===== config.mk =====
export PLATFORM = sky130hd
export DESIGN_NAME = dot_csr
export DESIGN_NICKNAME = d
export VERILOG_FILES = /design/src/dot_pkg.sv /design/src/dot_csr.sv
export SDC_FILE = /design/constraint.sdc
export NUM_CORES = 1
export LEC_CHECK = 0
export BUFFER_PORTS_ARGS = -buffer_cell sky130_fd_sc_hd__buf_2
export CORE_MARGIN = 5
export CORE_UTILIZATION = 44
export CTS_CLUSTER_SIZE = 25
export DETAILED_ROUTE_END_ITERATION = 8
export PLACE_DENSITY = 0.8
export SLEW_MARGIN = 15
export SYNTH_ARGS = -nofsm -noshare
export SYNTH_HDL_FRONTEND = slang
export SYNTH_SLANG_ARGS = --single-unit
export TNS_END_PERCENT = 1

===== constraint.sdc =====
create_clock -name clk_i -period 1.25 [get_ports clk_i]
set_input_delay 0.125 -clock clk_i [delete_from_list [all_inputs] [get_ports clk_i]]
set_output_delay 0.125 -clock clk_i [all_outputs]
set_load 0.03 [all_outputs]

===== src/dot_pkg.sv =====
/*
  dot-product accelerator definitions
  - host register map
  - engine state encoding
  - vector length limit and status bit positions
*/

package dot_pkg;

  // default buffer depth, must stay a power of two
  localparam int MAX_LEN_DEF = 8;

  localparam int STATUS_BUSY = 0;
  localparam int STATUS_DONE = 1;

  typedef enum logic [2:0] {
    A_PTR   = 3'd0,
    B_PTR   = 3'd1,
    LEN     = 3'd2,
    START   = 3'd3,
    STATUS  = 3'd4,
    RES_PTR = 3'd5,
    RESULT  = 3'd6
  } csr_addr_e;

  typedef enum logic [2:0] {
    IDLE   = 3'd0,
    LOAD_A = 3'd1,
    LOAD_B = 3'd2,
    SUM    = 3'd3,
    STORE  = 3'd4,
    FINISH = 3'd5
  } eng_state_e;

endpackage


===== src/dot_csr.sv =====
/*
  host register file of the accelerator
  - pointer, length and result pointer registers
  - start command, busy/done status, captured result
  - registered read port with one-cycle read valid
*/

`timescale 1ns/1ps

module dot_csr #(
  parameter int  MAX_LEN = 8,
  parameter int  ADDR_W  = 8,
  localparam int LEN_W   = $clog2(MAX_LEN + 1)
) (
  input  logic              clk_i,
  input  logic              reset_i,
  input  logic              csr_we_i,
  input  logic              csr_re_i,
  input  logic [2:0]        csr_addr_i,
  input  logic [63:0]       csr_wdata_i,
  input  logic              eng_done_i,
  input  logic [63:0]       eng_result_i,
  output logic [63:0]       csr_rdata_o,
  output logic              csr_rvalid_o,
  output logic              start_o,
  output logic [ADDR_W-1:0] a_ptr_o,
  output logic [ADDR_W-1:0] b_ptr_o,
  output logic [ADDR_W-1:0] res_ptr_o,
  output logic [LEN_W-1:0]  len_o
);

  dot_pkg::csr_addr_e addr;
  logic               busy_r;
  logic               done_r;
  logic [63:0]        result_r;
  logic [63:0]        rd_mux;

  assign addr = dot_pkg::csr_addr_e'(csr_addr_i);

  always_ff @(posedge clk_i) begin
    if (reset_i) begin
      a_ptr_o   <= '0;
      b_ptr_o   <= '0;
      res_ptr_o <= '0;
      len_o     <= '0;
      start_o   <= 1'b0;
      busy_r    <= 1'b0;
      done_r    <= 1'b0;
      result_r  <= '0;
    end else begin
      start_o <= 1'b0;
      if (csr_we_i) begin
        case (addr)
          dot_pkg::A_PTR:   a_ptr_o   <= csr_wdata_i[ADDR_W-1:0];
          dot_pkg::B_PTR:   b_ptr_o   <= csr_wdata_i[ADDR_W-1:0];
          dot_pkg::RES_PTR: res_ptr_o <= csr_wdata_i[ADDR_W-1:0];
          dot_pkg::LEN: begin
            // longer vectors are clipped to the buffer depth
            if (csr_wdata_i > 64'(MAX_LEN)) begin
              len_o <= LEN_W'(MAX_LEN);
            end else begin
              len_o <= csr_wdata_i[LEN_W-1:0];
            end
          end
          dot_pkg::START: begin
            if (csr_wdata_i != '0 && !busy_r) begin
              start_o <= 1'b1;
              busy_r  <= 1'b1;
              done_r  <= 1'b0;
            end
          end
          default: ;
        endcase
      end
      if (eng_done_i) begin
        busy_r   <= 1'b0;
        done_r   <= 1'b1;
        result_r <= eng_result_i;
      end
    end
  end

  always_comb begin
    rd_mux = '0;
    case (addr)
      dot_pkg::A_PTR:   rd_mux = 64'(a_ptr_o);
      dot_pkg::B_PTR:   rd_mux = 64'(b_ptr_o);
      dot_pkg::LEN:     rd_mux = 64'(len_o);
      dot_pkg::RES_PTR: rd_mux = 64'(res_ptr_o);
      dot_pkg::RESULT:  rd_mux = result_r;
      dot_pkg::STATUS: begin
        rd_mux[dot_pkg::STATUS_BUSY] = busy_r;
        rd_mux[dot_pkg::STATUS_DONE] = done_r;
      end
      default: ;
    endcase
  end

  always_ff @(posedge clk_i) begin
    if (reset_i) begin
      csr_rvalid_o <= 1'b0;
    end else begin
      csr_rvalid_o <= csr_re_i;
    end
  end

  always_ff @(posedge clk_i) begin
    if (csr_re_i) begin
      csr_rdata_o <= rd_mux;
    end
  end

  // read data only answers a read request of the previous cycle
  a_rvalid_after_re: assert property (
    @(posedge clk_i) disable iff (reset_i)
    csr_rvalid_o |-> $past(csr_re_i)
  );

endmodule


======== Word-level counts from Yosys, hierarchy flattened ========
Index checks and enable logic that the tools add are counted.
Widths: inputs -> output; s select.
word-level totals
  logic and storage cells ................. 42
  bits in registers ....................... 160
  output and inout bits ................... 94
cells by class
  equality and inequality tests ........... 6
  mux-type cells .......................... 8
  bitwise operators ....................... 2
  reduce and logical (&&, ||, !) cells .... 15
  order comparisons ....................... 1
operators with widths
  cell                 count
  $pmux 62 s5          1
  $gt 64x4->1 const B  1
  $reduce_bool 64->1   1
  $pmux 2 s6           1
  $eq 3x3->1 const B   3
  $reduce_and 2->1     4
  $eq 3x2->1 const B   2
  $reduce_and 3->1     2
  $reduce_bool 2->1    3
  $mux 1               5
  $mux 4               1
  $eq 3x1->1 const B   1
  $logic_not 3->1      1
  $reduce_or 3->1      1
  $not 1->1            2
  $reduce_or 2->1      1
  $logic_and 1x1->1    1
  $logic_not 1->1      1

======== Longest topological paths before layout ========
Gate-level depths: netlist of the first run.
  depth in word-level cells ............... 6
  gate-level depth with buffers ........... 6

======== Least setup slack after synthesis of the first run ========
OpenSTA, ideal clock, no wires.
  path type ............................... input -> register
  start point ............................. input csr_wdata_i[7]
  end point ............................... register len_o[1]
  path slack .............................. -0.031 ns
  arrival ................................. 1.189 ns
  stages on the path ...................... 4
  path buffers ............................ 0
  data required time ...................... 1.158 ns
  cells stage by stage .................... nor4_1 > nand4_1 > or4_4 > o32ai_1
on the way
  cells in the longest elaborated chain, start to end .. 2
ends and longest elaborated chain
  element                 RTL line       source
  start: declaration      dot_csr.sv:20  input logic [63:0] csr_wdata_i,
  $gt 64x4->1             dot_csr.sv:59  if (csr_wdata_i > 64'(MAX_LEN)) begin
  $mux 4                  dot_csr.sv:59
  end signal: assignment  dot_csr.sv:60  len_o <= LEN_W'(MAX_LEN);
  end signal: assignment  dot_csr.sv:62  len_o <= csr_wdata_i[LEN_W-1:0];
  end: declaration        dot_csr.sv:29  output logic [LEN_W-1:0] len_o
No other way between the ends.
A chain may end at the register's enable or synchronous reset.

======== Worst setup path in the final report of the first run ========
  start point ............................. register csr_rdata_o[62]
  end point ............................... output csr_rdata_o[62]
RTL lines
  element                   RTL line        source
  start: declaration        dot_csr.sv:23   output logic [63:0] csr_rdata_o,
  start signal: assignment  dot_csr.sv:109  csr_rdata_o <= rd_mux;
No word-level cell between the ends.

==> results of run 1 <==
==> registers in the layout, indices dropped and copies added, names as in the netlist <==
register      count
start_o           1
csr_rvalid_o      1
result_r         64
b_ptr_o           8
busy_r            1
csr_rdata_o      64
res_ptr_o         8
done_r            1
len_o             4
a_ptr_o           8
==> Yosys cell counts, drive strengths merged <==
cell type / n
a21oi: 29
a22o: 1
a22oi: 3
a31oi: 3
a41o: 1
and2: 57
and3: 1
buf: 13
clkbuf: 19
dfxtp: 96
edfxtp: 64
inv: 6
mux2: 1
mux2i: 74
nand2: 53
nand2b: 3
nand3: 6
nand4: 4
nor2: 73
nor2b: 3
nor3: 4
nor3b: 1
nor4: 15
o21ai: 3
o221ai: 2
o22ai: 5
o2bb2ai: 1
o32ai: 3
or2: 1
or3: 1
or4: 1
==> report_power, final <==
group	total [W]	internal, W	switching (W)
combinational	0.00138	0.000617	0.000766
clock	0.00523	0.00300	0.00222
sequential	0.00576	0.00566	0.000103
total	0.0124	0.00928	0.00309
==> kinds of logic (layout without fill, tap and decap cells) <==
| logic type | count (synthesis) | after routing | share of synthesized area (%) |
|---|---|---|---|
| mux | 75 | 75 | 12.2 |
| flops | 160 | 160 | 62.4 |
| buf+inv | 38 | 359 | 2.54 |
| simple gates | 223 | 223 | 17.9 |
| compound gates | 51 | 51 | 4.94 |
==> worst min-delay path, stage by stage <==
cell and delay [ps]:
buf_2 100, mux2i_1 80, nor2_1 90
==> routing by layer <==
metal	track usage, %	part of all wire (%)
met2	39.6	52
met1	23.6	37
met5	0	0
met3	6.46	8.5
met4	6.80	2.0
==> repair_timing <==
action,in CTS,in global routing
setup endpoints to repair,5,0
hold buffers,66,0
hold endpoints to repair,73,0
==> worst max-delay path by stage <==
stage / end
after global placement: csr_rdata_o[4]
after detailed placement: csr_rdata_o[1]
after floorplan: len_o[1]
after global routing: csr_rdata_o[62]
final: csr_rdata_o[62]
after CTS: csr_rdata_o[62]
==> through the flow <==
stage / cells / hold WS [ps] / util (%) / setup slack [ps]
detailed placement: 949 / 368 / 55.9 / -455
finish: 1048 / 10.6 / 65.2 / 80.3
global route: 1048 / 26.7 / 65.2 / 38.2
CTS: 1047 / 2.03 / 65.0 / -25.2
global placement: 949 / 358 / 55.9 / -448
floorplan: 547 / 237 / - / -9.32
==> cell type report <==
class	instances	share of cell area (%)
inverter	6	0.250
sequential	160	42.7
timing repair buffer	321	23.2
clock buffer	17	4.72
tap	180	2.50
clock inverter	15	1.96
multi-input combinational	349	24.7
==> impl_results.md, run 1 <==
* Synth area leader: dfxtp_1
* Max Clk Rate at 0.855 GHz
* Setup-failing EPs final at 0
* Worst R2R End: csr_rdata_o[3]
* CP Launch Point: csr_rdata_o[62]
* Critical Path End Type: primary output
* Chip Height at 128 microns
* Drt drc at 0
* Total power at 0.0124 W
* Final Skew at 5.84 ps
* Post-CTS resize count at 0
* Max IR drop VDD at 0.891 mV
* Synth Net Count at 683
* Register area at 3840 sq um
* Top-area cell type share of the netlist area at 31.2%
* WS Path Type: reg -> out
* Rows at 43
* Max stage delay on crit path at 420 ps
* Final worst path period share at 93.6%
* Avg Inst Size Synth at 11.3 sq um
* Worst Min Path Start: eng_result_i[21]
* Final ANT Viol Nets at 0
* Largest net degree at the start of global routing at 66
* Max Cap Viol at 0
* Crit-path max FO at 1
* Clk_lat worst skew at 420 ps
* Vias per inst at 5.02
* CP Cell Sequence: buf_2
* Fin area at 9010 sq um
* Critical path buffers and inverters at 1
* Final #Nets at 991
* Most common cell after layout, fill and taps aside: buf_2
* Max Root-Sink Buffers at 2
* Reg clk slew, reported paths at 60 ps
* Critical path depth at 1
* Synth top area cells: dfxtp_1 31%, edfxtp_1 31%, mux2i_1 12%
* Pre-Repair DR Iteration Count at 4
* Headroom to the max-slew limit at 74.6%
* Crit path DAT at 1040 ps
* Hold EP: result_r[21]
* Postcts setup bufs at 0
* RSZ-0062 raised after global routing: false
* Hold Path Class: in -> reg
* R2r startpoint: a_ptr_o[3]
* CP top delay family: flip-flops
* H-tree levels at 4
* First-pass GRT wire length at 27.4 mm
* IO Port Bufs at 229
* Initial antenna violation count at 0
* Status: finished clean
* Drt wl/cell at 17.0 microns
* Fillcell total at 1,037
* Pins Over Slew Limit at 0
* Ys Warns at 0
* Via count at 5,265
* Leak at 4.05 nW
* GRT Overall Usage at 21.5%
* Final Hold Viols at 0
* Die W at 128 microns
* GR Overflow Total at 0
* Slowest-stage cell, CP: edfxtp_1
* 1st-iter DRT viols at 289
* Worst path required time at 1120 ps
* Netlist Area Pre-Place at 6160 sq um
* Mapped Cells at 547
* Fraction of layout cells with a size suffix above 1 at 34.4%
* Area of the die at 16,500 sq um
* Reg2Reg Depth at 3
* Area grow syn2layout at 46.3%
* DP Wirelength at 11.8 mm
* Least-Margin Pin Slew at 381 ps
* Most frequent cells in the layout: 228 x buf_2, 96 x dfxtp_1, 74 x mux2i_1
* Setup TNS at 0 ps
* Seq/Total Area, Yosys at 62.4%
* Hold depth at 3
* Final Critical Period at 1170 ps
* Kind of start point of the critical path: flip-flop
* PwrDens at 1370 nW/um^2
* Ant diodes at 0
* TritonCTS clock tree: done
* I/O pins at 230
* Num CTS Buffers at 17
* Multi-input gate area at 2220 sq um
* DP Area at 7730 sq um
* Vias in the first global route at 5,423
* Initial Util at 44.5%
* Root Buffer: clkbuf_16
* Unique masters post-synth at 34
* R2r setup slk at 100 ps
* CTS Sinks at 160
* WL final at 17.8 mm
* Core Footprint at 13,800 sq um
* Routability congestion estimate from global placement at 0.803
* Seq cells post-synth at 160
(Power assumes the default switching activity.)
==> inputs of run 2 (changes only) <==
--- a/config.mk
+++ b/config.mk
@@ -5,7 +5,7 @@
 export SDC_FILE = /design/constraint.sdc
 export NUM_CORES = 1
 export LEC_CHECK = 0
-export BUFFER_PORTS_ARGS = -buffer_cell sky130_fd_sc_hd__buf_2
+export BUFFER_PORTS_ARGS = -buffer_cell sky130_fd_sc_hd__buf_4
 export CORE_MARGIN = 5
 export CORE_UTILIZATION = 44
 export CTS_CLUSTER_SIZE = 25
==> run 2 against run 1 <==
  * Clock power is 12% lower
  * Register-to-register slack better by 30 ps
  * Critical endpoint is now csr_rdata_o[18]
  * Largest cell class unchanged
  * Wire length is 7.2% higher
  * Clock skew is 1.2 ps higher
  * Critical path depth stayed put
  * Global-route usage is 1.5 points higher
  * Non-clock buffer count is 7 higher
  * Flip-flop and latch count stayed put
  * Worst setup slack better by 24 ps
  * Combinational power is 15% higher
  * Maximum frequency is 2.1% higher
  * Die area stayed put
==> impl_results.md, run 2 (same netlist as run 1, synthesis figures left out) <==
* Area grow syn2layout at 55.2%
* Largest net degree at the start of global routing at 59 (-11%)
* Critical path buffers and inverters at 1 (unchanged)
* Final Critical Period at 1150 ps (-24.2 ps)
* RSZ-0062 raised after global routing: false
* Max Cap Viol at 0 (unchanged)
* Kind of start point of the critical path: flip-flop
* Reg clk slew, reported paths at 60 ps (about the same)
* GR Overflow Total at 0 (unchanged)
* Initial antenna violation count at 0 (unchanged)
* Max stage delay on crit path at 410 ps (about the same)
* Multi-input gate area at 2240 sq um (+0.62%)
* Final #Nets at 999 (+0.81%)
* Routability congestion estimate from global placement at 0.844 (+5.1%)
* Crit path DAT at 1020 ps (-20 ps)
* Pins Over Slew Limit at 0 (unchanged)
* Fin area at 9550 sq um (+6.0%)
* 1st-iter DRT viols at 369 (+28%)
* Total power at 0.0120 W (-3.3%)
* Setup ws final at 105 ps (+24.2 ps)
* Root Buffer: clkbuf_16
* GRT Overall Usage at 23.1% (+1.5 points)
* Max Root-Sink Buffers at 2 (unchanged)
* Max Clk Rate at 0.873 GHz (+2.1%)
* Chip Height at 128 microns (unchanged)
* Setup-failing EPs final at 0 (unchanged)
* CP Cell Sequence: buf_4
* Final ANT Viol Nets at 0 (unchanged)
* CP top delay family: flip-flops
* CTS Sinks at 160 (unchanged)
* Die W at 128 microns (unchanged)
* DP Area at 8320 sq um (+7.7%)
* Worst path required time at 1120 ps (about the same)
* Via count at 5,362 (+1.8%)
* Num CTS Buffers at 17 (unchanged)
* Crit-path max FO at 1 (unchanged)
* Core Footprint at 13,800 sq um (unchanged)
* Vias in the first global route at 5,707 (+5.2%)
* Postcts setup bufs at 0 (unchanged)
* Max IR drop VDD at 1.01 mV (+13%)
* I/O pins at 230 (unchanged)
* Area of the die at 16,500 sq um (unchanged)
* Critical Path End Type: primary output
* Initial Util at 44.5% (unchanged)
* Top flop regs: csr_rdata_o: 64 flops, result_r: 64 flops
* PwrDens at 1250 nW/um^2 (-8.8%)
* Headroom to the max-slew limit at 54.1% (-20 points)
* Leak at 4.19 nW (+3.4%)
* Rows at 43 (unchanged)
* Fin util at 69.1% (+3.9 points)
* Most common cell after layout, fill and taps aside: buf_4
* TritonCTS clock tree: done
* DP Wirelength at 12.6 mm (+7.0%)
* Least-Margin Pin Slew at 687 ps (+305 ps)
* Fillcell total at 953 (-8.1%)
* Drt drc at 0 (unchanged)
* Pre-CTS setup slack at -468 ps (-13.3 ps)
* Drt wl/cell at 18.0 microns (+6.2%)
* Hold Path Class: in -> reg
* Final Hold Viols at 0 (unchanged)
* Slowest-stage cell, CP: edfxtp_1
* Setup TNS at 0 ps (unchanged)
* Clk_lat worst skew at 410 ps (about the same)
* Most frequent cells in the layout: 254 x buf_4, 96 x dfxtp_1, 74 x mux2i_1
* WS Path Type: reg -> out
* IO Port Bufs at 229 (unchanged)
* WL final at 19.1 mm (+7.2%)
* Final Skew at 7.07 ps (+1.23 ps)
* Fraction of layout cells with a size suffix above 1 at 34.4% (-0.086 points)
* First-pass GRT wire length at 29.2 mm (+6.5%)
* Final worst path period share at 91.6% (-1.9 points)
* H-tree levels at 4 (unchanged)
* Pre-Repair DR Iteration Count at 4 (unchanged)
* Register area at 3840 sq um (unchanged)
* Status: finished clean
* Vias per inst at 5.07 (+0.88%)
## run 2: cell count changes in the layout (fill, tap and decap cells not counted), sizes merged
cell	previous run	this run
buf	255	259
dlygate4sd3	66	69
inv	12	9
bufinv	2	0
clkbuf	17	19
clkinv	5	7
diode	0	2
clkinvlp	2	3
nor2b	3	4
## run 2: path summary, 6_finish.rpt
check	slack, ps	cells past startpoint	to	start
max reg2reg	130	3	csr_rdata_o[0]	b_ptr_o[0]
min	80	4	a_ptr_o[7]	csr_wdata_i[7]
max	100	1	csr_rdata_o[18]	csr_rdata_o[18]
min reg2reg	480	2	a_ptr_o[6]	a_ptr_o[6]
## run 2: report_power, final
part           leakage [nW]  internal (W)  switching, W
combinational          2.49      0.000802      0.000791
sequential             1.45       0.00566      0.000118
clock                 0.249       0.00253       0.00205
## run 2: through the flow
step / cells / hold WS [ps]
6_report: 1058 / 77.8
5_1_grt: 1056 / 63.3
4_1_cts: 1055 / 55.1
3_5_place_dp: 954 / 371
3_3_place_gp: 954 / 359
2_1_floorplan: 547 / 237
## run 2: timing repair
item	4_1_cts	5_1_grt
hold buffers	69	0
gates cloned	0	1
endpoints found under the setup margin	11	58
hold endpoints to repair	78	0
resized for setup	0	1
## run 2: layer usage
metal | wire, microns | GRT usage, %
met1 | 7170 | 25.3
met2 | 9810 | 40.7
met3 | 1610 | 6.88
met4 | 497 | 11.0
met5 | 0 | 0
## run 2: layout make-up
class | instances | share of cell area, %
Sequential cell | 160 | 40.2
Timing Repair Buffer | 328 | 28.2
Multi-Input combinational cell | 350 | 23.4
Clock buffer | 19 | 4.53
Tap cell | 180 | 2.36
Clock inverter | 13 | 0.930
Inverter | 6 | 0.236
Antenna cell | 2 | 0.0524
==> inputs of run 3 (changes only) <==
--- a/config.mk
+++ b/config.mk
@@ -6,11 +6,13 @@
 export NUM_CORES = 1
 export LEC_CHECK = 0
 export BUFFER_PORTS_ARGS = -buffer_cell sky130_fd_sc_hd__buf_4
+export CELL_PAD_IN_SITES_DETAIL_PLACEMENT = 1
+export CELL_PAD_IN_SITES_GLOBAL_PLACEMENT = 1
 export CORE_MARGIN = 5
-export CORE_UTILIZATION = 44
+export CORE_UTILIZATION = 34
 export CTS_CLUSTER_SIZE = 25
 export DETAILED_ROUTE_END_ITERATION = 8
-export PLACE_DENSITY = 0.8
+export PLACE_DENSITY = 0.81
 export SLEW_MARGIN = 15
 export SYNTH_ARGS = -nofsm -noshare
 export SYNTH_HDL_FRONTEND = slang
==> run 3 against run 2 <==
  * Clock power up 18%
  * Highest routed layer unchanged
  * Combinational power hardly changed
  * Core utilization fell by 15 points
  * Maximum frequency shrank 2.3%
  * Worst hold slack worse by 53 ps
==> impl_results.md, run 3 (same netlist as run 1, synthesis figures left out) <==
* PwrDens at 1310 nW/um^2 (+5.0%)
* Fraction of layout cells with a size suffix above 1 at 35.2% (+0.85 points)
* Most common cell after layout, fill and taps aside: buf_4
* Setup-failing EPs final at 0 (unchanged)
* Die W at 145 microns (+13%)
* Final Critical Period at 1170 ps (+26.8 ps)
* Critical Path End Type: primary output
* Area grow syn2layout at 57.8%
* I/O pins at 230 (unchanged)
* Kind of start point of the critical path: flip-flop
* 1st-iter DRT viols at 286 (-22%)
* Status: finished clean
* Final Hold Viols at 0 (unchanged)
* Chip Height at 145 microns (+13%)
* Final worst path period share at 93.8% (+2.1 points)
* Critical path buffers and inverters at 1 (unchanged)
* Top flop regs: csr_rdata_o: 64 flops, result_r: 64 flops
* Reg clk slew, reported paths at 70 ps (about the same)
* Max Root-Sink Buffers at 2 (unchanged)
* Drt wl/cell at 18.3 microns (+1.7%)
* Met3 Resource Use GR at 5.16% (-1.7 points)
* Hold Path Class: in -> reg
* Total power at 0.0128 W (+6.7%)
* Setup TNS at 0 ps (unchanged)
* TritonCTS clock tree: done
* Final Skew at 10.1 ps (+3.08 ps)
* DP Wirelength at 13.3 mm (+5.7%)
* Drt drc at 0 (unchanged)
* Max Clk Rate at 0.853 GHz (-2.3%)
* Worst Min Path Start: eng_result_i[48]
* Initial Util at 34.4% (-10 points)
* IO Port Bufs at 229 (unchanged)
* Vias in the first global route at 5,688 (-0.33%)
* Postcts setup bufs at 0 (unchanged)
* Final #Nets at 995 (-0.40%)
* Core Footprint at 17,900 sq um (+29%)
* Root Buffer: clkbuf_16
* Slowest-stage cell, CP: dfxtp_1
* Grt met2 use at 32.9% (-7.8 points)
* Max IR drop VDD at 0.927 mV (-8.1%)
* WS Path Type: reg -> out
* Leak at 4.23 nW (+1.0%)
* Hold_ws at 25.3 ps (-52.5 ps)
* Crit-path max FO at 3 (+2)
* Crit path DAT at 1050 ps (+30 ps)
* Fin util at 54.3% (-15 points)
* First-pass GRT wire length at 30.6 mm (+4.8%)
* CP top delay family: flip-flops
* Area of the die at 20,900 sq um (+27%)
* Least-Margin Pin Slew at 621 ps (-65.9 ps)
* Headroom to the max-slew limit at 58.5% (+4.4 points)
* Final ANT Viol Nets at 0 (unchanged)
* Max Cap Viol at 0 (unchanged)
* CTS Sinks at 160 (unchanged)
* Pins Over Slew Limit at 0 (unchanged)
* Worst path required time at 1120 ps (about the same)
* CP Cell Sequence: buf_4
* GRT busiest layer: met2
* CP Launch Point: a_ptr_o[2]
* Routability congestion estimate from global placement at 0.768 (-9.1%)
* Via count at 5,327 (-0.65%)
* H-tree levels at 4 (unchanged)
* Max stage delay on crit path at 420 ps (about the same)
* Num CTS Buffers at 17 (unchanged)
* Clk_lat worst skew at 420 ps (about the same)
* Initial antenna violation count at 2 (+2)
* Most frequent cells in the layout: 253 x buf_4, 96 x dfxtp_1, 74 x mux2i_1
* Pre-Repair DR Iteration Count at 4 (unchanged)
* R2r startpoint: b_ptr_o[0]
* GR Overflow Total at 0 (unchanged)
* RSZ-0062 raised after global routing: false
* Largest net degree at the start of global routing at 50 (-15%)
* GRT Overall Usage at 19.1% (-4.0 points)
* Rows at 49 (+14%)
* Vias per inst at 4.83 (-4.7%)
* DP Cell Count at 1,005 (+5.3%)
* Non-filler cells, final at 1,103 (+4.3%)
* Grt met1 use at 23.5% (-1.8 points)
* WL final at 20.2 mm (+6.0%)
run 3: repair_timing:
item,in CTS,in global routing
hold buffers,64,0
endpoints found under the hold margin,72,0
gates resized for setup,0,1
endpoints found under the setup margin,0,1
run 3: metal layers:
| metal | share of wire [%] | wire (microns) |
|---|---|---|
| met1 | 41 | 8360 |
| met2 | 50 | 10100 |
| met3 | 7.1 | 1450 |
| met4 | 1.5 | 304 |
| met5 | 0 | 0 |
run 3: power by group:
part	total, W	switching [W]	internal (W)
clock network	0.00540	0.00235	0.00305
registers	0.00577	0.000115	0.00566
logic	0.00160	0.000793	0.000802
total	0.0128	0.00326	0.00951
run 3: path summary, 6_finish.rpt:
kind,end,slack (ps),depth (start not counted)
max,a_ptr_o[2],80,1
max reg2reg,csr_rdata_o[0],130,3
min reg2reg,res_ptr_o[5],480,2
min,result_r[48],30,3
run 3: per-stage QoR:
step | setup WS [ps] | instance area, sq um
detailed placement | -375 | 8440
CTS | 57.9 | 9700
global placement | -524 | 8420
finish | 77.8 | 9710
floorplan | -9.32 | 6220
global route | 24.4 | 9710
run 3: area by class of cell:
type,count,area [sq um]
Clock inverter,15,193
Fill cell,1913,8190
Timing Repair Buffer,325,2710
Inverter,6,22.5
Antenna cell,2,5.00
Sequential cell,160,3840
Tap cell,229,287
Multi-Input combinational cell,349,2230
Clock buffer,17,425
run 3: worst register-to-register path: stages (launching register included):
cell and delay, ps:
dfxtp_1 330, mux2_2 300, a21oi_1 150, o22ai_1 80
