## config.mk

```make
export PLATFORM = sky130hd
export DESIGN_NAME = mem_arbiter_flat
export DESIGN_NICKNAME = d
export VERILOG_FILES = /design/src/mem_pkg.sv /design/src/mem_bus_if.sv /design/src/mem_arbiter.sv /design/src/flat_wrapper.sv
export SDC_FILE = /design/constraint.sdc
export NUM_CORES = 1
export LEC_CHECK = 0
export ABC_CLOCK_PERIOD_IN_PS = 1300
export BUFFER_PORTS_ARGS = -buffer_cell sky130_fd_sc_hd__buf_2
export CELL_PAD_IN_SITES_DETAIL_PLACEMENT = 1
export CELL_PAD_IN_SITES_GLOBAL_PLACEMENT = 1
export CORE_AREA = 8 8 158 160
export DETAILED_ROUTE_END_ITERATION = 7
export DIE_AREA = 0 0 166 168
export PLACE_DENSITY_LB_ADDON = 0.1
export SLEW_MARGIN = 20
export SYNTH_ARGS = -nofsm -noshare
export SYNTH_HDL_FRONTEND = slang
export SYNTH_SLANG_ARGS = --single-unit
```

## constraint.sdc

```tcl
create_clock -name clk_i -period 1.3 [get_ports clk_i]
set_input_delay 0.13 -clock clk_i [delete_from_list [all_inputs] [get_ports clk_i]]
set_output_delay 0.13 -clock clk_i [all_outputs]
set_load 0.03 [all_outputs]
```

## src/mem_pkg.sv

```systemverilog
/*
  memory bus definitions
  - word and address widths of the scratch memory
  - memory command encoding shared by requesters and arbiter
*/

package mem_pkg;

  localparam int DATA_W = 64;
  // word address, so 256 words by default
  localparam int ADDR_W = 8;

  typedef enum logic {
    MEM_READ  = 1'b0,
    MEM_WRITE = 1'b1
  } mem_cmd_e;

endpackage

```

## src/mem_bus_if.sv

```systemverilog
/*
  memory bus of one requester
  - request side: req, cmd, addr, wdata
  - response side: gnt, rvalid, rdata
  - requester and arbiter views
*/

`timescale 1ns/1ps

interface mem_bus_if #(
  parameter int ADDR_W = mem_pkg::ADDR_W
);

  logic                       req;
  mem_pkg::mem_cmd_e          cmd;
  logic [ADDR_W-1:0]          addr;
  logic [mem_pkg::DATA_W-1:0] wdata;
  logic                       gnt;
  logic                       rvalid;
  logic [mem_pkg::DATA_W-1:0] rdata;

  modport requester (
    output req, cmd, addr, wdata,
    input  gnt, rvalid, rdata
  );

  modport arbiter (
    input  req, cmd, addr, wdata,
    output gnt, rvalid, rdata
  );

endinterface

```

## src/mem_arbiter.sv

```systemverilog
/*
  fixed-priority arbiter for the scratch memory
  - host first, engine otherwise
  - read owner tracking for rvalid and rdata routing
*/

`timescale 1ns/1ps

module mem_arbiter #(
  parameter int ADDR_W = 8
) (
  input  logic                       clk_i,
  input  logic                       reset_i,
  mem_bus_if.arbiter                 host,
  mem_bus_if.arbiter                 eng,
  output logic                       mem_en_o,
  output logic                       mem_we_o,
  output logic [ADDR_W-1:0]          mem_addr_o,
  output logic [mem_pkg::DATA_W-1:0] mem_wdata_o,
  input  logic [mem_pkg::DATA_W-1:0] mem_rdata_i
);

  logic rd_host_r;
  logic rd_eng_r;

  assign host.gnt = host.req;
  assign eng.gnt  = eng.req && !host.req;

  assign mem_en_o    = host.req || eng.req;
  assign mem_we_o    = host.req ? (host.cmd == mem_pkg::MEM_WRITE)
                                : (eng.cmd == mem_pkg::MEM_WRITE);
  assign mem_addr_o  = host.req ? host.addr : eng.addr;
  assign mem_wdata_o = host.req ? host.wdata : eng.wdata;

  // who owns the read data of the next cycle
  always_ff @(posedge clk_i) begin
    if (reset_i) begin
      rd_host_r <= 1'b0;
      rd_eng_r  <= 1'b0;
    end else begin
      rd_host_r <= host.gnt && (host.cmd == mem_pkg::MEM_READ);
      rd_eng_r  <= eng.gnt && (eng.cmd == mem_pkg::MEM_READ);
    end
  end

  assign host.rvalid = rd_host_r;
  assign host.rdata  = rd_host_r ? mem_rdata_i : '0;
  assign eng.rvalid  = rd_eng_r;
  assign eng.rdata   = rd_eng_r ? mem_rdata_i : '0;

  a_one_grant: assert property (
    @(posedge clk_i) disable iff (reset_i)
    !(host.gnt && eng.gnt)
  );

endmodule

```

## src/flat_wrapper.sv

```systemverilog
// flat-port wrapper written by rule: the top's interface ports become plain ports
module mem_arbiter_flat 
#(
  parameter int ADDR_W = 8
)
  (clk_i, reset_i, mem_en_o, mem_we_o, mem_addr_o, mem_wdata_o, mem_rdata_i, host_req, host_cmd, host_addr, host_wdata, host_gnt, host_rvalid, host_rdata, eng_req, eng_cmd, eng_addr, eng_wdata, eng_gnt, eng_rvalid, eng_rdata);
  mem_bus_if #(.ADDR_W(ADDR_W)) host_i ();
  mem_bus_if #(.ADDR_W(ADDR_W)) eng_i ();
  input  logic clk_i;
  input  logic reset_i;
  output logic mem_en_o;
  output logic mem_we_o;
  output logic [ADDR_W-1:0] mem_addr_o;
  output logic [mem_pkg::DATA_W-1:0] mem_wdata_o;
  input  logic [mem_pkg::DATA_W-1:0] mem_rdata_i;
  input wire logic [$bits(host_i.req)-1:0] host_req;
  input wire logic [$bits(host_i.cmd)-1:0] host_cmd;
  input wire logic [$bits(host_i.addr)-1:0] host_addr;
  input wire logic [$bits(host_i.wdata)-1:0] host_wdata;
  output wire logic [$bits(host_i.gnt)-1:0] host_gnt;
  output wire logic [$bits(host_i.rvalid)-1:0] host_rvalid;
  output wire logic [$bits(host_i.rdata)-1:0] host_rdata;
  input wire logic [$bits(eng_i.req)-1:0] eng_req;
  input wire logic [$bits(eng_i.cmd)-1:0] eng_cmd;
  input wire logic [$bits(eng_i.addr)-1:0] eng_addr;
  input wire logic [$bits(eng_i.wdata)-1:0] eng_wdata;
  output wire logic [$bits(eng_i.gnt)-1:0] eng_gnt;
  output wire logic [$bits(eng_i.rvalid)-1:0] eng_rvalid;
  output wire logic [$bits(eng_i.rdata)-1:0] eng_rdata;
  assign host_i.req = host_req;
  assign host_i.cmd = host_cmd;
  assign host_i.addr = host_addr;
  assign host_i.wdata = host_wdata;
  assign host_gnt = host_i.gnt;
  assign host_rvalid = host_i.rvalid;
  assign host_rdata = host_i.rdata;
  assign eng_i.req = eng_req;
  assign eng_i.cmd = eng_cmd;
  assign eng_i.addr = eng_addr;
  assign eng_i.wdata = eng_wdata;
  assign eng_gnt = eng_i.gnt;
  assign eng_rvalid = eng_i.rvalid;
  assign eng_rdata = eng_i.rdata;
  mem_arbiter #(.ADDR_W(ADDR_W)) u_core (.clk_i(clk_i), .reset_i(reset_i), .host(host_i), .eng(eng_i), .mem_en_o(mem_en_o), .mem_we_o(mem_we_o), .mem_addr_o(mem_addr_o), .mem_wdata_o(mem_wdata_o), .mem_rdata_i(mem_rdata_i));
endmodule
```

======== After elaboration in Yosys (flattened, before gate mapping) ========
Index checks and enable logic that the tools add are counted.
cells by class
  shift operators ......................... 0
  multipliers ............................. 0
  add/subtract/negate cells ............... 0
  divide/modulo/power cells ............... 0
  $lt $le $gt $ge ......................... 0
  bitwise operators ....................... 2
  multiplexer cells ....................... 5
  reduce and logical (&&, ||, !) cells .... 5
  equal/unequal tests ..................... 0
operators with widths
  kind                count
  64-bit two-way mux  3
  8-bit two-way mux   1
  1-bit logical AND   3
  1-bit inverter      2
  1-bit logical NOT   1
  1-bit logical OR    1
  1-bit two-way mux   1
word-level totals
  bits in latches ......................... 0
  bits of input ports ..................... 214
  memory bits (writable) .................. 0
  output and inout bits ................... 206
  memories ................................ 0
  bits in registers ....................... 2
  memory bits (read-only) ................. 0

======== Depth between registers and ports, before layout ========
Gate-level depths: netlist of run 1.
  depth in word-level cells ............... 3
  mapped depth ............................ 4

======== Least setup slack after synthesis of run 1 ========
OpenSTA, ideal clock, no wires.
  kind .................................... flip-flop to output port
  start ................................... register u_core.rd_eng_r (netlist: u_core.eng.rvalid)
  end ..................................... output port eng_rdata[63]
  stages on the path, launching flop included .. 4
  path slack .............................. -0.059 ns
  buffers on the path ..................... 2
  arrival ................................. 1.229 ns
  required time ........................... 1.170 ns
  cell sequence ........................... dfxtp_1 -> buf_2 -> clkbuf_1 -> and2_1
on the way
  longest elaborated chain between the ends .. 1
RTL lines
  element                 line                RTL
  start, declared         mem_arbiter.sv:24   logic rd_eng_r;
  start signal, assigned  mem_arbiter.sv:42   rd_eng_r <= eng.gnt && (eng.cmd == mem_pkg::MEM_READ);
  64-bit two-way mux      mem_arbiter.sv:49   assign eng.rdata = rd_eng_r ? mem_rdata_i : '0;
  end, declared           flat_wrapper.sv:29  output wire logic [$bits(eng_i.rdata)-1:0] eng_rdata;
Every way passes these cells.

======== Worst setup path in the final report of run 1 ========
  start ................................... register u_core.rd_eng_r (netlist: u_core.eng.rvalid)
  end ..................................... output port eng_rdata[58]
The elaborated chain is that of the path after synthesis.

==> results of run 1 <==
[metal layers]
layer | vias to the layer above | routed length [um] | track usage | part of all wire
met5 | - | 26 | 0 | 0.0015
met3 | 10 | 2110 | 0.0613 | 0.12
met4 | 4 | 100 | 0.0119 | 0.0058
met1 | 1504 | 5440 | 0.0983 | 0.32
met2 | 248 | 9490 | 0.228 | 0.55
li1 | 1568 | - | - | -
[cells in the final DEF, fill, tap and decap left out, drive strengths merged]
cell type	count
or2	1
nor4b	1
and2	128
nor2b	1
clkbuf	4
nor3b	1
dfxtp	2
bufbuf	1
mux2	73
buf	429
[sequential cells by signal, summed over array words and instances (netlist names)]
name                flops
u_core.host.rvalid      1
u_core.eng.rvalid       1
[power by group]
group / leakage, nW / total [mW] / internal, mW / switching [mW]
registers: 0.0178 / 0.0657 / 0.0615 / 0.00424
clock network: 0.0370 / 0.461 / 0.391 / 0.0701
logic: 2.84 / 1.72 / 0.758 / 0.966
total: 2.89 / 2.25 / 1.21 / 1.04
[stage by stage]
step	total power, mW	utilization
final	2.25	0.225
after detailed placement	1.72	0.198
after CTS	2.24	0.213
after global placement	1.71	0.198
after global routing	2.38	0.225
after floorplan	1.04	-
[cell type report]
| type | instances | area [um^2] | area share |
|---|---|---|---|
| clock buffer | 3 | 75.1 | 0.0149 |
| multi-input combinational | 205 | 1850 | 0.367 |
| tap | 285 | 357 | 0.0707 |
| sequential | 2 | 47.5 | 0.00943 |
| timing repair buffer | 431 | 2710 | 0.538 |
[cells in the mapped netlist]
master / count
mux2_4: 26
or2_1: 1
mux2_2: 47
and2_1: 128
dfxtp_1: 2
buf_6: 5
buf_4: 1
buf_2: 5
nor4b_2: 1
nor3b_1: 1
nor2b_1: 1
clkbuf_1: 12
[worst max-delay path, cell delays in order, from the launching register on]
cell	delay [ns]
dfxtp_4	0.35
bufbuf_16	0.28
and2_2	0.20
buf_6	0.14
[worst paths after layout]
path / cells past startpoint / from / end / slack (ns)
setup / recovery: 3 / u_core.eng.rvalid / eng_rdata[58] / -0.02
hold / removal: 2 / reset_i / u_core.eng.rvalid / 0.09
[logic make-up (layout without fill, tap and decap cells)]
kind of cell,Yosys count,after routing,share of synthesized area
and+or+nand+nor,132,132,0.433
buffers and inverters,23,434,0.0694
muxes,73,73,0.477
DFF,2,2,0.0208
[what timing repair did]
item | CTS | global route
gates resized for setup | 67 | 91
setup buffers | 0 | 2
cloned | 2 | 1
endpoints found under the setup margin | 72 | 81
==> summary.txt, run 1 <==
Logic synthesis
  • Area contributors post-synth: and2_1 42%, mux2_2 27%, mux2_4 20%
  • Distinct cells, synth: 12
  • Syn avg cell area: 8.39 um^2
  • Synth Cell Area: 1930 um^2
  • Sequential share of the synthesized area: 0.0208
  • Cell taking the most area after synthesis: and2_1
  • Yosys warns: 0
  • Yosys reg bits: 2
  • Cell count after synthesis: 230
  • Syn nets: 444
  • Post-synth top area share: 0.415

Route
  • Antenna-violating nets left: 0
  • First DRT Iteration DRCs: 35
  • Pre-antenna DRT Iters: 2
  • DR vias/cell: 3.60
  • Via count: 3334
  • DRC viols: 0
  • Routed len/inst: 18.5 um
  • WL final: 17200 um

Power
  • Max IR drop VDD: 0.190 mV
  • Power Density: 447 nW/um^2
  • Leakage: 2.89 nW

Clocking
  • CTS tree: yes
  • CTS Sinks: 2
  • Clock transition at path regs: 0.03 ns
  • Total CTS buffers: 3
  • Hold buffer count at CTS: 0
  • Root Buffer: clkbuf_16
  • Clk buf depth: 2
  • H-tree depth: 1

Place
  • Port buffer count: 419
  • GP Congestion: 0.771
  • Post-Place Cells: 918
  • Post-place setup slack: 0.0809 ns
  • Placed Instance Area: 4430 um^2
  • Detailed Place HPWL: 15100 um

Global route
  • Global-route wire length before repair: 24700 um
  • Vias in the first global route: 3883
  • Initial antenna violation count: 2
  • Total grt overflow: 0
  • Largest net degree at the start of global routing: 37
  • GR Util All Layers: 0.113

Cells and area
  • Filler Cells Inserted: 2769
  • Final std cells w/o fill: 926
  • Nets@finish: 857
  • Antenna cells: 0
  • Area Overhead vs Synth: 161%
  • Fin area: 5040 um^2
  • Share of cells above drive strength 1: 0.902

Setup path
  • CP arrival: 1.19 ns
  • Crit start category: register
  • WP data required: 1.17 ns
  • Largest fanout on the critical path: 20
  • Crit Path Category: reg2out
  • Crit. End Element: output pin

Die
  • Initial Util: 0.0863
  • DIE AREA: 27900 um^2
  • Core area: 22400 um^2
  • Rows: 55
  • I/O Pins: 420
  • DIE HEIGHT: 168 um
  • Die X: 166 um

STA
  • Final Hold Fails: 0
  • Minimum clock period: 1.32 ns
  • Hold_ws: 0.0904 ns
  • Rel. slew slack: 0.837
  • Final period util: 1.02
  • Setup violators final: 16
  • Actual slew at the worst max-slew pin: 0.244 ns
  • RSZ-0062 raised after global routing: yes
  • Fmax: 0.755 GHz
  • Slew Viols, Final: 0
  • Setup ws final: -0.0246 ns
  • Setup_tns: -0.249 ns

Min path
  • Hold crit path type: in2reg

Run status
  • Outcome: complete, but fails checks
  • Failing checks: negative setup slack

Flow run
  • Max cap viols: 0
Note: power is estimated with default switching activity, not from simulation.
==> inputs of run 2 (changes only) <==
Settings changed: ABC_AREA from default to 1, CORE_AREA 8 8 158 160 to 8 8 156 158, DIE_AREA 0 0 166 168 to 0 0 164 166.
==> run 2 against run 1 <==
  * The flow now finishes without violations
  * Design area up 1.7%
  * Final cell count grew 32%
  * Worst setup slack better by 0.036 ns
  * Synthesized cell count increased by 130%
  * Via count up 31%
  * Non-clock buffer count increased by 17
  * Routed wire length grew 14%
  * Core utilization increased by 0.67 points
  * Global-route usage is 1.4 points higher
  * Sequential cell count stayed put
  * Clock-buffer cell count unchanged
  * Critical endpoint is now host_rdata[25]
==> summary.txt, run 2 <==
Logic synthesis
  • Post-synth top area share: 0.628 (was 0.415)
  • Most common cell in the netlist: nand2_1 (was and2_1)
  • Post-synth top cells: 349 x nand2_1, 132 x inv_1, 22 x buf_2 (was 128 x and2_1, 47 x mux2_2, 26 x mux2_4)
  • Synth Cell Area: 2080 um^2 (was 1930 um^2)
  • Async set-reset flop share out of synthesis: 0 (unchanged)
  • Post-synth EDFFs: 0 (unchanged)
  • Sequential share of the synthesized area: 0.0192 (was 0.0208)
  • Yosys reg bits: 2 (unchanged)
  • Cell taking the most area after synthesis: nand2_1 (was and2_1)
  • Cell count after synthesis: 520 (was 230)
  • Yosys warns: 0 (unchanged)
  • Syn avg cell area: 4.01 um^2 (was 8.39 um^2)
  • Top FF cell, synth: dfxtp_1 (unchanged)
  • Area contributors post-synth: nand2_1 63%, inv_1 24%, buf_2 5.3% (was and2_1 42%, mux2_2 27%, mux2_4 20%)
  • Distinct cells, synth: 10 (was 12)
  • Syn nets: 734 (was 444)

Die
  • I/O Pins: 420 (unchanged)
  • Die X: 164 um (was 166 um)
  • Rows: 55 (unchanged)
  • Core area: 22100 um^2 (was 22400 um^2)
  • DIE AREA: 27200 um^2 (was 27900 um^2)
  • Initial Util: 0.0944 (was 0.0863)
  • DIE HEIGHT: 166 um (was 168 um)

STA
  • Minimum clock period: 1.29 ns (was 1.32 ns)
  • Fmax: 0.776 GHz (was 0.755 GHz)
  • Setup violators final: 0 (was 16)
  • RSZ-0062 raised after global routing: yes (unchanged)
  • Rel. slew slack: 0.803 (was 0.837)
  • Final period util: 0.991 (was 1.02)
  • Final Hold Fails: 0 (unchanged)
  • Actual slew at the worst max-slew pin: 0.293 ns (was 0.244 ns)
  • Slew Viols, Final: 0 (unchanged)
  • Setup ws final: 0.0117 ns (was -0.0246 ns)

Global route
  • Total grt overflow: 0 (unchanged)
  • Largest net degree at the start of global routing: 54 (was 37)
  • Vias in the first global route: 4567 (was 3883)
  • Initial antenna violation count: 3 (was 2)
  • GR Util All Layers: 0.127 (was 0.113)
  • Global-route wire length before repair: 26700 um (was 24700 um)

Min path
  • Hold crit path type: in2reg (unchanged)
  • Hold path depth: 2 (unchanged)
  • Hold Crit Endpoint: u_core.host.rvalid (was u_core.eng.rvalid)
  • Hold_sp: reset_i (unchanged)

Route
  • Routed len/inst: 16.0 um (was 18.5 um)
  • Antenna-violating nets left: 0 (unchanged)
  • WL final: 19500 um (was 17200 um)
  • DRC viols: 0 (unchanged)
  • First DRT Iteration DRCs: 81 (was 35)
  • Pre-antenna DRT Iters: 3 (was 2)
  • DR vias/cell: 3.56 (was 3.60)
  • Via count: 4367 (was 3334)

Setup path
  • Crit path from: u_core.host.rvalid (was u_core.eng.rvalid)
  • Crit. End Element: output pin (unchanged)
  • Crit start category: register (unchanged)
  • CP arrival: 1.16 ns (was 1.19 ns)
  • Largest fanout on the critical path: 7 (was 20)
  • WP data required: 1.17 ns (about the same)
  • Crit Path Category: reg2out (unchanged)

Clocking
  • Clock transition at path regs: 0.03 ns (about the same)
  • CTS Sinks: 2 (unchanged)
  • CTS tree: yes (unchanged)
  • H-tree depth: 1 (unchanged)
  • Total CTS buffers: 3 (unchanged)
  • Root Buffer: clkbuf_16 (unchanged)
  • Clk buf depth: 2 (unchanged)
  • Hold buffer count at CTS: 0 (unchanged)

Power
  • Switch Pwr: 1.17 mW (was 1.04 mW)
  • Max IR drop VDD: 0.381 mV (was 0.190 mV)
  • Share of power burned in registers: 0.029 (about the same)
  • Power Density: 443 nW/um^2 (was 447 nW/um^2)
  • Combinational power share: 0.771 (was 0.766)
  • Cell Int Power: 1.10 mW (was 1.21 mW)
  • Sw frac: 0.515 (was 0.462)
  • Clock power share: 0.200 (was 0.205)
  • Leakage: 4.15 nW (was 2.89 nW)

Place
  • Port buffer count: 419 (unchanged)
  • Detailed Place HPWL: 16800 um (was 15100 um)
  • Post-place setup slack: 0.101 ns (was 0.0809 ns)
  • GP Congestion: 0.729 (was 0.771)

Cells and area
  • Area Overhead vs Synth: 146% (was 161%)
  • Nets@finish: 1155 (was 857)
  • Most frequent cells in the layout: 348 x nand2_1, 330 x buf_2, 132 x inv_1, 66 x buf_4, 22 x clkbuf_4 (was 355 x buf_2, 60 x and2_1, 60 x and2_2, 57 x buf_6, 47 x mux2_2)
  • Share of cells above drive strength 1: 0.485 (was 0.902)
  • Commonest non-fill, non-tap cell in the layout: nand2_1 (was buf_2)
  • Finished Core Util: 0.232 (was 0.225)

Flow run
  • Max cap viols: 0 (unchanged)

Run status
  • Outcome: completed (was complete, but fails checks)
[run 2: cell count changes in the layout (fill, tap and decap cells not counted), sizes merged, moves of 3 or more]
| cell | before | now |
|---|---|---|
| mux2 | 73 | 0 |
| and2 | 128 | 0 |
| nor2 | 0 | 3 |
| buf | 429 | 422 |
| clkbuf | 4 | 29 |
| inv | 0 | 133 |
| nand2 | 0 | 349 |
[run 2: per-stage QoR]
stage	total power [mW]	TNS, ns	instance area, um^2	cells	hold slack (ns)
global placement	1.75	0	4560	1209	0.312
floorplan	0.987	0	2080	520	0.202
detailed placement	1.75	0	4560	1209	0.310
CTS	2.23	-0.0139	4700	1212	0.0845
finish	2.27	0	5130	1225	0.0803
global route	2.44	-0.187	5130	1225	0.0861
[run 2: logic make-up after synthesis]
logic type	Yosys count	synth area share
buf+inv	165	0.345
compound gates	1	0.00240
flops	2	0.0192
simple gates	352	0.634
[run 2: what timing repair did]
action | 4_1_cts | 5_1_grt
gates resized for setup | 27 | 125
endpoints found under the hold margin | 0 | 0
setup buffers | 0 | 5
cloned | 0 | 7
endpoints found under the setup margin | 87 | 103
[run 2: layer usage]
metal	up-vias	global-route usage	wire, um
met4	4	0.0237	290
met3	16	0.0615	2440
met1	1853	0.110	6350
li1	2243	-	-
met2	251	0.252	10400
met5	-	0	23
[run 2: critical path, stage by stage (launching register included)]
cell and delay (ns):
dfxtp_4 0.35, buf_12 0.13, clkbuf_16 0.15, nand2_1 0.06
inv_1 0.05, buf_2 0.19
[run 2: worst max-delay path by stage]
| stage | endpoint | cells past startpoint |
|---|---|---|
| floorplan | eng_rdata[10] | 4 |
| global placement | mem_we_o | 4 |
| detailed placement | mem_we_o | 4 |
| CTS | host_rdata[63] | 4 |
| global route | host_rdata[25] | 5 |
| finish | host_rdata[25] | 5 |
[run 2: final cells by class]
type / instances / area [um^2]
fillers: 3012 / 17000
repair buffers: 448 / 2820
multi-input cells: 353 / 1330
inverters: 133 / 499
well taps: 285 / 357
clock buffers: 3 / 75.1
flip-flops and latches: 2 / 47.5
diodes: 1 / 2.50
[run 2: power by group through the flow]
stage / combinational [mW] / clock [mW] / sequential, mW
finish: 1.75 / 0.455 / 0.0647
CTS: 1.70 / 0.464 / 0.0683
floorplan: 0.917 / 0 / 0.0697
detailed placement: 1.68 / 0 / 0.0706
global route: 1.90 / 0.477 / 0.0650
global placement: 1.68 / 0 / 0.0706
==> inputs of run 3 (changes only) <==
Settings changed: ABC_AREA 1 to default, CORE_AREA 8 8 156 158 to 8 8 158 160, CTS_BUF_LIST from default to sky130_fd_sc_hd__clkbuf_4 sky130_fd_sc_hd__clkbuf_8, DIE_AREA 0 0 164 166 to 0 0 166 168.
==> run 3 against run 2 <==
  * The flow now finishes with violations (negative setup slack)
  * Global-route usage decreased by 1.4 points
  * Sequential power is 3.6% higher
  * Critical path type unchanged
  * Highest routed layer unchanged
  * Critical endpoint is now host_rdata[60]
  * Largest power group unchanged
  * Hold slack better by 0.020 ns
  * Via count decreased by 24%
  * Sequential cell count is the same
  * Die area rose by 2.4%
  * Final cell count shrank 25%
==> summary.txt, run 3 (synthesized netlist as in run 1, its figures left out) <==
Setup path
  • Crit start category: register (unchanged)
  • Worst-path cell chain: bufbuf_16 > and2_1 > buf_4 (was buf_12 > clkbuf_16 > nand2_1 > inv_1 > buf_2)
  • CP top delay family: buffers and inverters (unchanged)
  • Largest fanout on the critical path: 22 (was 7)
  • Max stage delay on crit path: 0.38 ns (was 0.35 ns)
  • Crit path max-delay cell type: dfxtp_4 (unchanged)
  • CP arrival: 1.18 ns (was 1.16 ns)
  • Buf+Inv Stages, Crit Path: 2 (was 4)
  • Crit Path Category: reg2out (unchanged)
  • WP data required: 1.17 ns (about the same)
  • Crit. End Element: output pin (unchanged)

STA
  • Slew Viols, Final: 0 (unchanged)
  • Minimum clock period: 1.31 ns (was 1.29 ns)
  • Rel. slew slack: 0.837 (was 0.803)
  • Final Hold Fails: 0 (unchanged)
  • Actual slew at the worst max-slew pin: 0.244 ns (was 0.293 ns)
  • Fmax: 0.764 GHz (was 0.776 GHz)
  • Setup violators final: 10 (was 0)
  • Setup ws final: -0.00913 ns (was 0.0117 ns)
  • RSZ-0062 raised after global routing: yes (unchanged)
  • Final period util: 1.01 (was 0.991)

Run status
  • Failing checks: negative setup slack
  • Outcome: complete, but fails checks (was completed)

Clocking
  • Setup bufs post-CTS: 0 (unchanged)
  • Clk buf depth: 2 (unchanged)
  • Total CTS buffers: 3 (unchanged)
  • CTS Sinks: 2 (unchanged)
  • CTS tree: yes (unchanged)
  • Clock transition at path regs: 0.03 ns (about the same)
  • H-tree depth: 1 (unchanged)
  • Root Buffer: clkbuf_8 (was clkbuf_16)

Power
  • Power Density: 415 nW/um^2 (was 443 nW/um^2)
  • Power Total: 1.98 mW (was 2.27 mW)
  • Leakage: 2.80 nW (was 4.15 nW)
  • Max IR drop VDD: 0.142 mV (was 0.381 mV)

Cells and area
  • Area Overhead vs Synth: 147% (was 146%)
  • Final std cells w/o fill: 923 (was 1225)
  • Commonest non-fill, non-tap cell in the layout: buf_2 (was nand2_1)
  • Nets@finish: 854 (was 1155)
  • Finished Core Util: 0.213 (was 0.232)
  • Antenna cells: 0 (was 1)
  • Filler Cells Inserted: 2799 (was 3012)
  • Share of cells above drive strength 1: 0.889 (was 0.485)
  • Fin area: 4770 um^2 (was 5130 um^2)
  • Most frequent cells in the layout: 361 x buf_2, 68 x and2_1, 60 x and2_2, 47 x mux2_2, 27 x buf_4 (was 348 x nand2_1, 330 x buf_2, 132 x inv_1, 66 x buf_4, 22 x clkbuf_4)

Route
  • Antenna-violating nets left: 0 (unchanged)
  • Max layer used: met5 (unchanged)
  • Via count: 3300 (was 4367)
  • First DRT Iteration DRCs: 36 (was 81)
  • WL met3: 2140 um (was 2440 um)
  • Routed len/inst: 18.4 um (was 16.0 um)
  • DR vias/cell: 3.58 (was 3.56)
  • DRC viols: 0 (unchanged)
  • WL final: 16900 um (was 19500 um)
  • Pre-antenna DRT Iters: 4 (was 3)
  • Met2 WL: 9330 um (was 10400 um)
  • WL met1: 5340 um (was 6350 um)

Place
  • GP Congestion: 0.771 (was 0.729)
  • Post-Place Cells: 918 (was 1209)
  • Detailed Place HPWL: 15100 um (was 16800 um)
  • Port buffer count: 419 (unchanged)
  • Post-place setup slack: 0.0809 ns (was 0.101 ns)
  • Placed Instance Area: 4430 um^2 (was 4560 um^2)

Die
  • Rows: 55 (unchanged)
  • Core area: 22400 um^2 (was 22100 um^2)
  • DIE AREA: 27900 um^2 (was 27200 um^2)
  • Initial Util: 0.0863 (was 0.0944)
  • I/O Pins: 420 (unchanged)
  • DIE HEIGHT: 168 um (was 166 um)
  • Die X: 166 um (was 164 um)

Global route
  • Vias in the first global route: 3896 (was 4567)
  • Largest net degree at the start of global routing: 37 (was 54)
  • GR Util All Layers: 0.113 (was 0.127)
  • Global-route wire length before repair: 24700 um (was 26700 um)
  • Total grt overflow: 0 (unchanged)
  • Initial antenna violation count: 2 (was 3)

Min path
  • Hold Crit Endpoint: u_core.eng.rvalid (was u_core.host.rvalid)
  • Hold_sp: reset_i (unchanged)
  • Hold path depth: 2 (unchanged)
  • Hold crit path type: in2reg (unchanged)

Flow run
  • Max cap viols: 0 (unchanged)
run 3: cell types whose count changed in the layout (fill, tap and decap cells not counted), sizes merged, moves of 3 or more:
cell	previous run	this run
mux2	0	73
clkbuf	29	16
nand2	349	0
inv	133	0
buf	422	414
and2	0	128
nor2	3	0
run 3: power breakdown:
group          switching, mW  internal, mW  leakage, nW  total [mW]
Combinational          0.952         0.715         2.76        1.67
Sequential           0.00542        0.0615       0.0178      0.0670
Clock                 0.0481         0.196       0.0216       0.244
Total                   1.01         0.972         2.80        1.98
run 3: timing repair:
item / CTS / global route
hold endpoints to repair: 0 / 0
pin swaps: 0 / 0
setup endpoints to repair: 61 / 86
cloned: 2 / 0
hold buffers: 0 / 0
gates resized for setup: 65 / 24
run 3: worst max path at each step:
stage,slack [ns],to,cells past startpoint,start
CTS,-0.03,eng_rdata[56],3,u_core.eng.rvalid
global placement,0.10,mem_we_o,4,host_req
detailed placement,0.08,mem_wdata_o[63],4,host_req
global route,-0.06,host_rdata[33],3,u_core.host.rvalid
floorplan,0.004,eng_rdata[63],3,u_core.eng.rvalid
finish,-0.009,host_rdata[60],3,u_core.host.rvalid
run 3: layer usage:
metal  GRT usage  vias to the layer above
met5           0                        -
met4      0.0119                        4
met2       0.229                      248
met3      0.0613                       10
met1      0.0983                     1476
li1            -                     1562
run 3: per-stage QoR:
step                setup TNS, ns  hold slack, ns
floorplan                       0           0.203
global placement                0           0.329
detailed placement              0           0.328
CTS                        -0.587          0.0965
global route                -1.24           0.106
finish                    -0.0378          0.0999
run 3: final cells by class:
cell class	instances	area (um^2)	area share
clock buffer	3	41.3	0.00866
tap	285	357	0.0748
multi-input combinational	205	1830	0.384
timing repair buffer	428	2490	0.523
sequential	2	47.5	0.00997
